## config.mk

```make
export PLATFORM = sky130hd
export DESIGN_NAME = radio_fe_top
export DESIGN_NICKNAME = d
export VERILOG_FILES = /design/src/source/radio_fe_pkg.sv /design/src/source/fe_axil_regs.sv /design/src/source/rx_fe_corr.sv /design/src/source/tx_fe_corr.sv /design/src/source/fe_sat_monitor.sv /design/src/source/radio_fe_top.sv
export SDC_FILE = /design/constraint.sdc
export NUM_CORES = 1
export LEC_CHECK = 0
export BUFFER_PORTS_ARGS = -buffer_cell sky130_fd_sc_hd__buf_2
export CORE_MARGIN = 2
export CORE_UTILIZATION = 60
export CTS_CLUSTER_DIAMETER = 200
export DETAILED_ROUTE_END_ITERATION = 16
export PLACE_DENSITY_LB_ADDON = 0.05
export SYNTH_ARGS = -nofsm -noshare
export SYNTH_HDL_FRONTEND = slang
export SYNTH_SLANG_ARGS = --single-unit
```

## constraint.sdc

```tcl
create_clock -name radio_clk -period 6.5 [get_ports radio_clk]
set_input_delay 0.65 -clock radio_clk [delete_from_list [all_inputs] [get_ports radio_clk]]
set_output_delay 0.65 -clock radio_clk [all_outputs]
set_load 0.02 [all_outputs]
```

## src/source/radio_fe_pkg.sv

```systemverilog
`default_nettype none

package radio_fe_pkg;

   localparam int SAMP_W      = 16;
   localparam int AXIL_ADDR_W = 12;
   localparam int AXIL_DATA_W = 32;

   ////////////////////////////////////////////////////////////////////////////
   // register map, word indices
   ////////////////////////////////////////////////////////////////////////////
   localparam int SR_TX_FE_BASE = 224;
   localparam int SR_RX_FE_BASE = 232;
   localparam int SR_STATUS     = 240;
   localparam int SR_OFF_I      = 0;
   localparam int SR_OFF_Q      = 1;
   localparam int SR_IQ_MAP     = 2;
   localparam int CHAN_SHIFT    = 8;   // channel c sits at index + c*256

   localparam logic [1:0] AXI_RESP_OKAY = 2'b00;

   // I in the upper half
   typedef struct packed {
      logic signed [SAMP_W-1:0] i;
      logic signed [SAMP_W-1:0] q;
   } iq_t;

   typedef struct packed {
      logic [SAMP_W-1:0] offset_i;
      logic [SAMP_W-1:0] offset_q;
      logic              iq_swap;
   } fe_rx_cfg_t;

   typedef struct packed {
      logic [SAMP_W-1:0] offset_i;
      logic [SAMP_W-1:0] offset_q;
      logic              iq_swap;
   } fe_tx_cfg_t;

   typedef struct packed {
      logic                   awvalid;
      logic [AXIL_ADDR_W-1:0] awaddr;
      logic                   wvalid;
      logic [AXIL_DATA_W-1:0] wdata;
      logic                   bready;
      logic                   arvalid;
      logic [AXIL_ADDR_W-1:0] araddr;
      logic                   rready;
   } axil_req_t;

   typedef struct packed {
      logic                   awready;
      logic                   wready;
      logic                   bvalid;
      logic [1:0]             bresp;
      logic                   arready;
      logic                   rvalid;
      logic [AXIL_DATA_W-1:0] rdata;
      logic [1:0]             rresp;
   } axil_rsp_t;

   // top two bits of a guarded sum differ on overflow
   function automatic logic sample_clipped(input logic [SAMP_W:0] sum);
      return sum[SAMP_W] ^ sum[SAMP_W-1];
   endfunction

   function automatic logic [SAMP_W-1:0] clip_sample(input logic [SAMP_W:0] sum);
      logic [SAMP_W-1:0] res;
      if (!sample_clipped(sum)) begin
         res = sum[SAMP_W-1:0];
      end else if (sum[SAMP_W]) begin
         res = {1'b1, {(SAMP_W-1){1'b0}}};   // most negative
      end else begin
         res = {1'b0, {(SAMP_W-1){1'b1}}};   // most positive
      end
      return res;
   endfunction

endpackage

`default_nettype wire

```

## src/source/fe_axil_regs.sv

```systemverilog
`timescale 1ns/1ps
`default_nettype none

module fe_axil_regs
   import radio_fe_pkg::*;
#(
   parameter int NUM_CHAN = 2
) (
   input  wire                         radio_clk,
   input  wire                         i_arst_n,
   input  wire axil_req_t              i_axil_req,
   output axil_rsp_t                   o_axil_rsp,
   output fe_rx_cfg_t [NUM_CHAN-1:0]   o_rx_cfg,
   output fe_tx_cfg_t [NUM_CHAN-1:0]   o_tx_cfg,
   input  wire [2*NUM_CHAN-1:0]        i_status,
   output logic [2*NUM_CHAN-1:0]       o_status_clr
);

   localparam int IDX_W = AXIL_ADDR_W - 2;     // word index width
   localparam int CH_W  = IDX_W - CHAN_SHIFT;

   logic [IDX_W-1:0]       wr_idx;
   logic [IDX_W-1:0]       rd_idx;
   logic [CH_W-1:0]        wr_chan;
   logic [CH_W-1:0]        rd_chan;
   logic [CHAN_SHIFT-1:0]  wr_reg;
   logic [CHAN_SHIFT-1:0]  rd_reg;
   logic                   wr_chan_ok;
   logic                   rd_chan_ok;
   logic                   wr_fire;
   logic                   rd_fire;
   logic                   bvalid;
   logic                   rvalid;
   logic [AXIL_DATA_W-1:0] rd_word;
   logic [AXIL_DATA_W-1:0] rdata;

   ////////////////////////////////////////////////////////////////////////////
   // address decode
   ////////////////////////////////////////////////////////////////////////////
   assign wr_idx     = i_axil_req.awaddr[AXIL_ADDR_W-1:2];
   assign rd_idx     = i_axil_req.araddr[AXIL_ADDR_W-1:2];
   assign wr_chan    = wr_idx[IDX_W-1:CHAN_SHIFT];
   assign rd_chan    = rd_idx[IDX_W-1:CHAN_SHIFT];
   assign wr_reg     = wr_idx[CHAN_SHIFT-1:0];
   assign rd_reg     = rd_idx[CHAN_SHIFT-1:0];
   assign wr_chan_ok = int'(wr_chan) < NUM_CHAN;
   assign rd_chan_ok = int'(rd_chan) < NUM_CHAN;

   // address and data are taken together, one write in flight
   assign wr_fire = i_axil_req.awvalid & i_axil_req.wvalid & ~bvalid;
   assign rd_fire = i_axil_req.arvalid & ~rvalid;

   assign o_status_clr = (wr_fire && wr_idx == IDX_W'(SR_STATUS)) ?
                         i_axil_req.wdata[2*NUM_CHAN-1:0] : '0;

   always_ff @(posedge radio_clk or negedge i_arst_n) begin
      if (!i_arst_n) begin
         bvalid   <= 1'b0;
         rvalid   <= 1'b0;
         o_rx_cfg <= '0;
         o_tx_cfg <= '0;
      end else begin
         if (wr_fire) begin
            bvalid <= 1'b1;
         end else if (i_axil_req.bready) begin
            bvalid <= 1'b0;
         end
         if (rd_fire) begin
            rvalid <= 1'b1;
         end else if (i_axil_req.rready) begin
            rvalid <= 1'b0;
         end

         if (wr_fire && wr_chan_ok) begin
            case (wr_reg)   // strobes ignored, full word writes
               SR_TX_FE_BASE + SR_OFF_I:  o_tx_cfg[wr_chan].offset_i <= i_axil_req.wdata[SAMP_W-1:0];
               SR_TX_FE_BASE + SR_OFF_Q:  o_tx_cfg[wr_chan].offset_q <= i_axil_req.wdata[SAMP_W-1:0];
               SR_TX_FE_BASE + SR_IQ_MAP: o_tx_cfg[wr_chan].iq_swap  <= i_axil_req.wdata[0];
               SR_RX_FE_BASE + SR_OFF_I:  o_rx_cfg[wr_chan].offset_i <= i_axil_req.wdata[SAMP_W-1:0];
               SR_RX_FE_BASE + SR_OFF_Q:  o_rx_cfg[wr_chan].offset_q <= i_axil_req.wdata[SAMP_W-1:0];
               SR_RX_FE_BASE + SR_IQ_MAP: o_rx_cfg[wr_chan].iq_swap  <= i_axil_req.wdata[0];
               default: ;
            endcase
         end
      end
   end

   ////////////////////////////////////////////////////////////////////////////
   // read mux, unmapped words read as zero
   ////////////////////////////////////////////////////////////////////////////
   always_comb begin
      rd_word = '0;
      if (rd_idx == IDX_W'(SR_STATUS)) begin
         rd_word[2*NUM_CHAN-1:0] = i_status;
      end else if (rd_chan_ok) begin
         case (rd_reg)
            SR_TX_FE_BASE + SR_OFF_I:  rd_word[SAMP_W-1:0] = o_tx_cfg[rd_chan].offset_i;
            SR_TX_FE_BASE + SR_OFF_Q:  rd_word[SAMP_W-1:0] = o_tx_cfg[rd_chan].offset_q;
            SR_TX_FE_BASE + SR_IQ_MAP: rd_word[0]          = o_tx_cfg[rd_chan].iq_swap;
            SR_RX_FE_BASE + SR_OFF_I:  rd_word[SAMP_W-1:0] = o_rx_cfg[rd_chan].offset_i;
            SR_RX_FE_BASE + SR_OFF_Q:  rd_word[SAMP_W-1:0] = o_rx_cfg[rd_chan].offset_q;
            SR_RX_FE_BASE + SR_IQ_MAP: rd_word[0]          = o_rx_cfg[rd_chan].iq_swap;
            default: ;
         endcase
      end
   end

   always_ff @(posedge radio_clk) begin
      if (rd_fire) begin
         rdata <= rd_word;   // held while rvalid waits on rready
      end
   end

   always_comb begin
      o_axil_rsp         = '0;
      o_axil_rsp.awready = wr_fire;
      o_axil_rsp.wready  = wr_fire;
      o_axil_rsp.bvalid  = bvalid;
      o_axil_rsp.bresp   = AXI_RESP_OKAY;
      o_axil_rsp.arready = ~rvalid;
      o_axil_rsp.rvalid  = rvalid;
      o_axil_rsp.rdata   = rdata;
      o_axil_rsp.rresp   = AXI_RESP_OKAY;
   end

endmodule

`default_nettype wire

```

## src/source/rx_fe_corr.sv

```systemverilog
`timescale 1ns/1ps
`default_nettype none

module rx_fe_corr
   import radio_fe_pkg::*;
(
   input  wire             radio_clk,
   input  wire             i_arst_n,
   input  wire fe_rx_cfg_t i_cfg,
   input  wire iq_t        i_adc,
   output iq_t             o_rx,
   output logic            o_rx_valid,
   output logic            o_sat
);

   logic [SAMP_W:0]   s1_sum_i;   // one guard bit
   logic [SAMP_W:0]   s1_sum_q;
   logic              s1_swap;
   logic [1:0]        vld_sr;
   logic [SAMP_W-1:0] clip_i;
   logic [SAMP_W-1:0] clip_q;

   ////////////////////////////////////////////////////////////////////////////
   // stage 1, dc offset
   ////////////////////////////////////////////////////////////////////////////
   always_ff @(posedge radio_clk) begin
      s1_sum_i <= {i_adc.i[SAMP_W-1], i_adc.i} + {i_cfg.offset_i[SAMP_W-1], i_cfg.offset_i};
      s1_sum_q <= {i_adc.q[SAMP_W-1], i_adc.q} + {i_cfg.offset_q[SAMP_W-1], i_cfg.offset_q};
      s1_swap  <= i_cfg.iq_swap;   // follows its sample
   end

   ////////////////////////////////////////////////////////////////////////////
   // stage 2, clip and i/q map
   ////////////////////////////////////////////////////////////////////////////
   assign clip_i = clip_sample(s1_sum_i);
   assign clip_q = clip_sample(s1_sum_q);

   always_ff @(posedge radio_clk) begin
      o_rx.i <= s1_swap ? clip_q : clip_i;
      o_rx.q <= s1_swap ? clip_i : clip_q;
   end

   // adc runs every cycle, so valid just fills after reset
   always_ff @(posedge radio_clk or negedge i_arst_n) begin
      if (!i_arst_n) begin
         vld_sr <= '0;
         o_sat  <= 1'b0;
      end else begin
         vld_sr <= {vld_sr[0], 1'b1};
         o_sat  <= vld_sr[0] & (sample_clipped(s1_sum_i) | sample_clipped(s1_sum_q));
      end
   end

   assign o_rx_valid = vld_sr[1];

endmodule

`default_nettype wire

```

## src/source/tx_fe_corr.sv

```systemverilog
`timescale 1ns/1ps
`default_nettype none

module tx_fe_corr
   import radio_fe_pkg::*;
(
   input  wire             radio_clk,
   input  wire             i_arst_n,
   input  wire fe_tx_cfg_t i_cfg,
   input  wire iq_t        i_tx,
   input  wire             i_tx_valid,
   output iq_t             o_dac,
   output logic            o_dac_valid,
   output logic            o_sat
);

   logic [SAMP_W:0]   s1_sum_i;
   logic [SAMP_W:0]   s1_sum_q;
   logic              s1_swap;
   logic              s1_vld;
   logic [SAMP_W-1:0] clip_i;
   logic [SAMP_W-1:0] clip_q;

   assign clip_i = clip_sample(s1_sum_i);
   assign clip_q = clip_sample(s1_sum_q);

   // payload moves only with a valid sample
   always_ff @(posedge radio_clk) begin
      if (i_tx_valid) begin
         s1_sum_i <= {i_tx.i[SAMP_W-1], i_tx.i} + {i_cfg.offset_i[SAMP_W-1], i_cfg.offset_i};
         s1_sum_q <= {i_tx.q[SAMP_W-1], i_tx.q} + {i_cfg.offset_q[SAMP_W-1], i_cfg.offset_q};
         s1_swap  <= i_cfg.iq_swap;
      end
      if (s1_vld) begin
         o_dac.i <= s1_swap ? clip_q : clip_i;   // swap after clip
         o_dac.q <= s1_swap ? clip_i : clip_q;
      end
   end

   ////////////////////////////////////////////////////////////////////////////
   // valid pipe, two samples may be in flight
   ////////////////////////////////////////////////////////////////////////////
   always_ff @(posedge radio_clk or negedge i_arst_n) begin
      if (!i_arst_n) begin
         s1_vld      <= 1'b0;
         o_dac_valid <= 1'b0;
         o_sat       <= 1'b0;
      end else begin
         s1_vld      <= i_tx_valid;
         o_dac_valid <= s1_vld;
         o_sat       <= s1_vld & (sample_clipped(s1_sum_i) | sample_clipped(s1_sum_q));
      end
   end

endmodule

`default_nettype wire

```

## src/source/fe_sat_monitor.sv

```systemverilog
`timescale 1ns/1ps
`default_nettype none

module fe_sat_monitor #(
   parameter int NUM_CHAN = 2
) (
   input  wire                    radio_clk,
   input  wire                    i_arst_n,
   input  wire [NUM_CHAN-1:0]     i_rx_sat,
   input  wire [NUM_CHAN-1:0]     i_tx_sat,
   input  wire [2*NUM_CHAN-1:0]   i_clr,
   output logic [2*NUM_CHAN-1:0]  o_status
);

   logic [2*NUM_CHAN-1:0] sat_evt;

   // interleave, rx on even bits and tx on odd bits
   always_comb begin
      for (int c = 0; c < NUM_CHAN; c++) begin
         sat_evt[2*c]   = i_rx_sat[c];
         sat_evt[2*c+1] = i_tx_sat[c];
      end
   end

   ////////////////////////////////////////////////////////////////////////////
   // sticky flags, write one to clear
   ////////////////////////////////////////////////////////////////////////////
   always_ff @(posedge radio_clk or negedge i_arst_n) begin
      if (!i_arst_n) begin
         o_status <= '0;
      end else begin
         // a new event wins over a clear in the same cycle
         o_status <= (o_status & ~i_clr) | sat_evt;
      end
   end

endmodule

`default_nettype wire

```

## src/source/radio_fe_top.sv

```systemverilog
`timescale 1ns/1ps
`default_nettype none

module radio_fe_top
   import radio_fe_pkg::*;
#(
   parameter int NUM_CHAN = 2
) (
   input  wire                      radio_clk,
   input  wire                      i_arst_n,
   input  wire axil_req_t           i_axil_req,
   output wire axil_rsp_t           o_axil_rsp,
   input  wire iq_t                 i_adc,
   input  wire iq_t [NUM_CHAN-1:0]  i_tx,
   input  wire [NUM_CHAN-1:0]       i_tx_valid,
   output wire iq_t [NUM_CHAN-1:0]  o_rx,
   output wire                      o_rx_valid,
   output wire iq_t [NUM_CHAN-1:0]  o_dac,
   output wire [NUM_CHAN-1:0]       o_dac_valid
);

   wire fe_rx_cfg_t [NUM_CHAN-1:0] rx_cfg;
   wire fe_tx_cfg_t [NUM_CHAN-1:0] tx_cfg;
   wire [NUM_CHAN-1:0]             rx_sat;
   wire [NUM_CHAN-1:0]             tx_sat;
   wire [NUM_CHAN-1:0]             rx_valid;
   wire [2*NUM_CHAN-1:0]           status;
   wire [2*NUM_CHAN-1:0]           status_clr;

   fe_axil_regs #(.NUM_CHAN(NUM_CHAN)) u_regs (
      .radio_clk    (radio_clk),
      .i_arst_n     (i_arst_n),
      .i_axil_req   (i_axil_req),
      .o_axil_rsp   (o_axil_rsp),
      .o_rx_cfg     (rx_cfg),
      .o_tx_cfg     (tx_cfg),
      .i_status     (status),
      .o_status_clr (status_clr)
   );

   ////////////////////////////////////////////////////////////////////////////
   // per channel correction, one shared adc stream
   ////////////////////////////////////////////////////////////////////////////
   for (genvar c = 0; c < NUM_CHAN; c++) begin : g_chan
      rx_fe_corr u_rx (
         .radio_clk(radio_clk), .i_arst_n(i_arst_n), .i_cfg(rx_cfg[c]),
         .i_adc(i_adc), .o_rx(o_rx[c]), .o_rx_valid(rx_valid[c]), .o_sat(rx_sat[c])
      );
      tx_fe_corr u_tx (
         .radio_clk(radio_clk), .i_arst_n(i_arst_n), .i_cfg(tx_cfg[c]),
         .i_tx(i_tx[c]), .i_tx_valid(i_tx_valid[c]),
         .o_dac(o_dac[c]), .o_dac_valid(o_dac_valid[c]), .o_sat(tx_sat[c])
      );
   end

   assign o_rx_valid = &rx_valid;   // identical on every channel

   fe_sat_monitor #(.NUM_CHAN(NUM_CHAN)) u_sat_mon (
      .radio_clk (radio_clk),
      .i_arst_n  (i_arst_n),
      .i_rx_sat  (rx_sat),
      .i_tx_sat  (tx_sat),
      .i_clr     (status_clr),
      .o_status  (status)
   );

endmodule

`default_nettype wire

```

* Word-level counts from Yosys, hierarchy flattened *
Cells that the tools add are included.

cells by class
  reduce and logical (&&, ||, !) cells = 11
  $lt $le $gt $ge = 5
  add/subtract/negate cells = 8
  eq/ne operators = 14
  mux-type cells = 51
  bitwise gates (word level) = 25

operator list
  cell                   number
  $bwmux W66             6
  $pmux W66 S3           2
  $mux W16               24
  $mux W33               5
  $add A16 B16 Y17       8
  $demux W33 S1          3
  $eq A8 B8 Y1 const B   12
  $pmux W15 S4           1
  $eq A10 B8 Y1 const B  2
  $mux W17               1
  $mux W4                3
  $lt A2 B2 Y1 const B   4
  $xor A1 B1 Y1          8
  $and A1 B1 Y1          7
  $pmux W1 S6            1
  $reduce_and A2 Y1      3
  $reduce_bool A3 Y1     2
  $mux W1                5
  $and A4 B4 Y4          1
  $not A4 Y4             1
  $or A1 B1 Y1           4
  $or A4 B4 Y4           1
  $reduce_bool A2 Y1     2
  $logic_and A1 B1 Y1    3
  3 further kinds        5

storage, ports and cells
  register bits = 434
  output and inout bits = 172
  input port bits = 161

* Logic depth before layout (Yosys ltp) *
  depth in word-level cells = 7
  gate-level depth with buffers = 8
  mapped depth without buffers = 8

* Hierarchy *
Synthesis repeated with hierarchy kept, for this count alone.

unflattened totals
  cells, all modules = 2342
  area, all modules = 23881.7 um^2

modules (own cells, without submodules)
  module          times used  area an instance (um^2)  sequential area each (um^2)  cells each
  tx_fe_corr      2           4460.5                   2087.0                       458
  rx_fe_corr      2           3793.6                   1416.4                       459
  fe_axil_regs    1           7221.9                   3833.7                       495
  fe_sat_monitor  1           145.1                    100.1                        12
  radio_fe_top    1           6.3                      0.0                          1

* Worst setup path before layout *
Ideal clock, no wire load.

  path type = input port to flip-flop
  from = input i_tx[0] (netlist bit)
  to = register g_chan[0].u_tx.s1_sum_q[12] (data pin)
  buffers on the path = 0
  setup time = 267 ps
  arrival time = 2264 ps
  cell stages on the path = 7
  setup slack = 3969 ps
  data required time = 6233 ps
  path through = ha_1 fa_1 a21oi_1 nor2_1 o31a_1 a221oi_1 xnor2_1

on the way
  cells in the longest elaborated chain, start to end = 1

RTL lines
  what                  RTL line            RTL
  from (decl)           radio_fe_top.sv:14  input wire iq_t [NUM_CHAN-1:0] i_tx,
  $add A16 B16 Y17      tx_fe_corr.sv:31    s1_sum_q <= {i_tx.q[SAMP_W-1], i_tx.q} + {i_cfg.offset_q[SAMP_W-1], i_cfg.offset_q};
  to (signal assigned)  tx_fe_corr.sv:31
  to (decl)             tx_fe_corr.sv:18    logic [SAMP_W:0] s1_sum_q;

Every way passes these cells.
A chain may end at the register's enable or synchronous reset.

==> results.md <==
* Dominant synthesized flop cell: edfxtp_1
* First-pass GRT wire length at 91,700 µm
* Clock Path Buffers at 3
* Wire length on met3 at 4930 µm
* CP max stage delay at 410 ps
* PD cells at 251 nW/µm²
* RSZ-0062 raised after global routing: false
* Crit-path cells: ha_1 -> fa_1 -> a21oi_1 -> nor2_1 -> o31a_1 -> a221oi_1 -> nor2_1 -> o22ai_1
* Die ar. at 39,000 µm²
* Core footprint at 36,700 µm²
* Total number of yosys warnings at 0
* Vias in the first global route at around 17,000
* Top post-synthesis cells by area: edfxtp_1 (20%), dfrtp_1 (16%), dfxtp_1 (12%)
* Die extent in y at 197 µm
* Clock skew at around 21 ps
* Worst-path fanout max at 4
* Setup Viol. Count Final at 0
* Setup ws final at 3640 ps
* CTS tree: done
* Crit path top cell by count: nor2_1
* Share of layout cells above drive strength 1 at between 20 and 25%
* Crit Path Category: register to register
* Final HPWL DP at 45,400 µm
* Delay-heaviest family, CP: compound AO/OA/AOI/OAI gates
* I/O Buffers at 292
* Hold Buf Count CTS at 0
* Run status: finished, final reports clean
* Buf+Inv Stages, Crit Path at 0
* Commonest non-fill, non-tap cell in the layout: buf_2
* Flop-to-flop setup slack at 3640 ps
* First-pass DRT Iterations at 5
* CP max stage cell: fa_1
* Post-synth EDFFs at 150
* Clock sink count at between 400 and 500
* TritonCTS buffer count at 46
* Final #Nets at about 2,700
* Clock-pin slew on the worst setup and hold paths at approximately 60 ps
* Setup Buffers After CTS at 0
* Highest Clock Rate at 350 MHz
* Crit path arrival time at 3300 ps
* Top Ports at around 330
* Power, Total at 6430 µW
* Worst vdd rail ir drop at 0.194 mV
* Final worst-path cycle share at between 40% and 50%
* # rows at 70
* P&R area growth vs syn at 14.0%
* CTS H-Tree Depth at 2
* Clk_lat worst skew at roughly 590 ps
* Die width at 197 µm
* Worst Reg-to-Reg Cells at 8
* Flops & latches, synth at 432
* Gr ovfl total at 0
* Worst Setup End Kind: register
* Pin count of the biggest net entering global routing at 82
* Final hold vios at 0
* Post-route setup TNS at 0 ps
* Crit path time final at between 2000 and 3000 ps
* Share of the synthesized area in the top cell type at 20.1%
* Most frequent cells in the layout: buf_2 (291), nand2_1 (285), o21ai_0 (217)
* Leak at 0.0118 µW
* Initial DRC Count at around 1,200
* Sequential area share after synthesis at 48.5%
* Utilization after layout at between 60% and 70%
* Post-synth cell types at 76
* Slew Viols, Final at 0
* Fillers at 2,752
* Vias/cell at roughly 5.9
* Hold Crit Class: input pin to asynchronous set/reset pin
* Max-slew headroom at 16.6%
* M1 wire length at 25,400 µm
* CP required at 6940 ps
* Vias at ~17,000
* Number of remaining DRC errors at 0
* Max Used Layer: met5
* Post-synthesis cell area at ~22,000 µm²
* DR WL/cell at 20.3 µm
* Asr flop ratio synth at between 30% and 40%
* Reg-to-Reg End: g_chan[0].u_rx.s1_sum_i[16]$_DFF_P_
* Antenna viol nets, final at 0
* Syn Area/Cell at ~10 µm²
* Tot GR Track Use at 30.9%
* Max-cap violations at 0
* Initial core utilization at 61.2%
* Setup crit start kind: register
* Synth area leader: edfxtp_1
* Initial antenna violation count at 5
* Met2 WL at 27,500 µm
* Placer Congestion at about 0.94
* Synth Instances at 2,186
* Cts repair resizes at 0
* Pre-CTS setup slack at around 3500 ps
* CTS root buf: clkbuf_16
* Slew of the pin with the lowest slew margin at 1250 ps
* WL final at 59,600 µm
cell usage after synthesis (11+ instances only):
| master | count |
|---|---|
| a21o_1 | 46 |
| a21oi_1 | 178 |
| a22oi_1 | 12 |
| a31oi_1 | 18 |
| and3_1 | 11 |
| buf_1 | 12 |
| buf_2 | 14 |
| buf_4 | 30 |
| clkbuf_1 | 64 |
| dfrtp_1 | 148 |
| dfxtp_1 | 134 |
| edfxtp_1 | 150 |
| ha_1 | 128 |
| inv_1 | 33 |
| mux2_2 | 135 |
| mux2i_1 | 20 |
| nand2_1 | 285 |
| nand3_1 | 19 |
| nor2_1 | 173 |
| nor2b_1 | 14 |
| nor3_1 | 24 |
| o21a_1 | 12 |
| o21ai_0 | 217 |
| xnor2_1 | 77 |
| xor2_1 | 36 |
how the worst max path moves through the flow:
stage | slack, ps | to | from | cells past startpoint
final | 3640 | g_chan[0].u_rx.s1_sum_i[16]$_DFF_P_ | register | 8
after CTS | 3800 | g_chan[0].u_rx.s1_sum_i[16]$_DFF_P_ | register | 8
after detailed placement | 3460 | g_chan[0].u_rx.s1_sum_i[16]$_DFF_P_ | i_adc[16] | 9
after floorplan | 3970 | g_chan[0].u_tx.s1_sum_q[12]$_DFFE_PP_ | i_tx[0] | 7
after global routing | 3610 | g_chan[0].u_rx.s1_sum_i[16]$_DFF_P_ | register | 8
after global placement | 3490 | u_regs.rdata[7]$_SDFFCE_PP0P_ | i_axil_req[3] | 5
routing by layer:
| layer | track usage [%] | vias up |
|---|---|---|
| met3 | 6.95 | 110 |
| met5 | 0 | - |
| met4 | 9.75 | 2 |
| li1 | - | 8364 |
| met1 | 42.5 | 8238 |
| met2 | 49.1 | 681 |
area by class of cell:
class	instances	area [µm²]	area share [%]
multi-input cells	1617	10900	42.6
well taps	468	586	2.29
clock inverters	24	195	0.762
diodes	4	10.0	0.0391
repair buffers	299	1520	5.94
flip-flops and latches	432	10900	42.5
inverters	34	128	0.498
clock buffers	61	1370	5.33
kinds of logic (layout without fill, tap and decap cells):
| logic type | after synthesis | after routing | share of synthesized area [%] |
|---|---|---|---|
| AO/OA/AOI/OAI | 588 | 588 | 15.5 |
| XOR/XNOR | 113 | 113 | 4.41 |
| adder cells (fa/ha/maj) | 136 | 136 | 7.84 |
| buffers and inverters | 156 | 418 | 3.25 |
| flip-flops | 432 | 432 | 48.5 |
| multiplexers | 175 | 175 | 9.23 |
| other | 2 | 25 | 0.0334 |
| AND/OR/NAND/NOR | 584 | 584 | 11.2 |
stage by stage:
stage / hold WS [ps] / cells / instance area, µm²
after global placement: 372 / 2850 / 24000
final: 59.4 / 2939 / 25600
after detailed placement: 379 / 2850 / 24000
after global routing: 101 / 2936 / 25600
after floorplan: 354 / 2205 / 22500
after CTS: 70.6 / 2935 / 25600
power by group:
group	leakage (µW)	total (µW)	internal (µW)	switching [µW]
combinational	0.00640	692	237	455
clock	0.000771	2670	1570	1110
sequential	0.00462	3070	2970	99.8
Note: power is estimated with default switching activity, not from simulation.
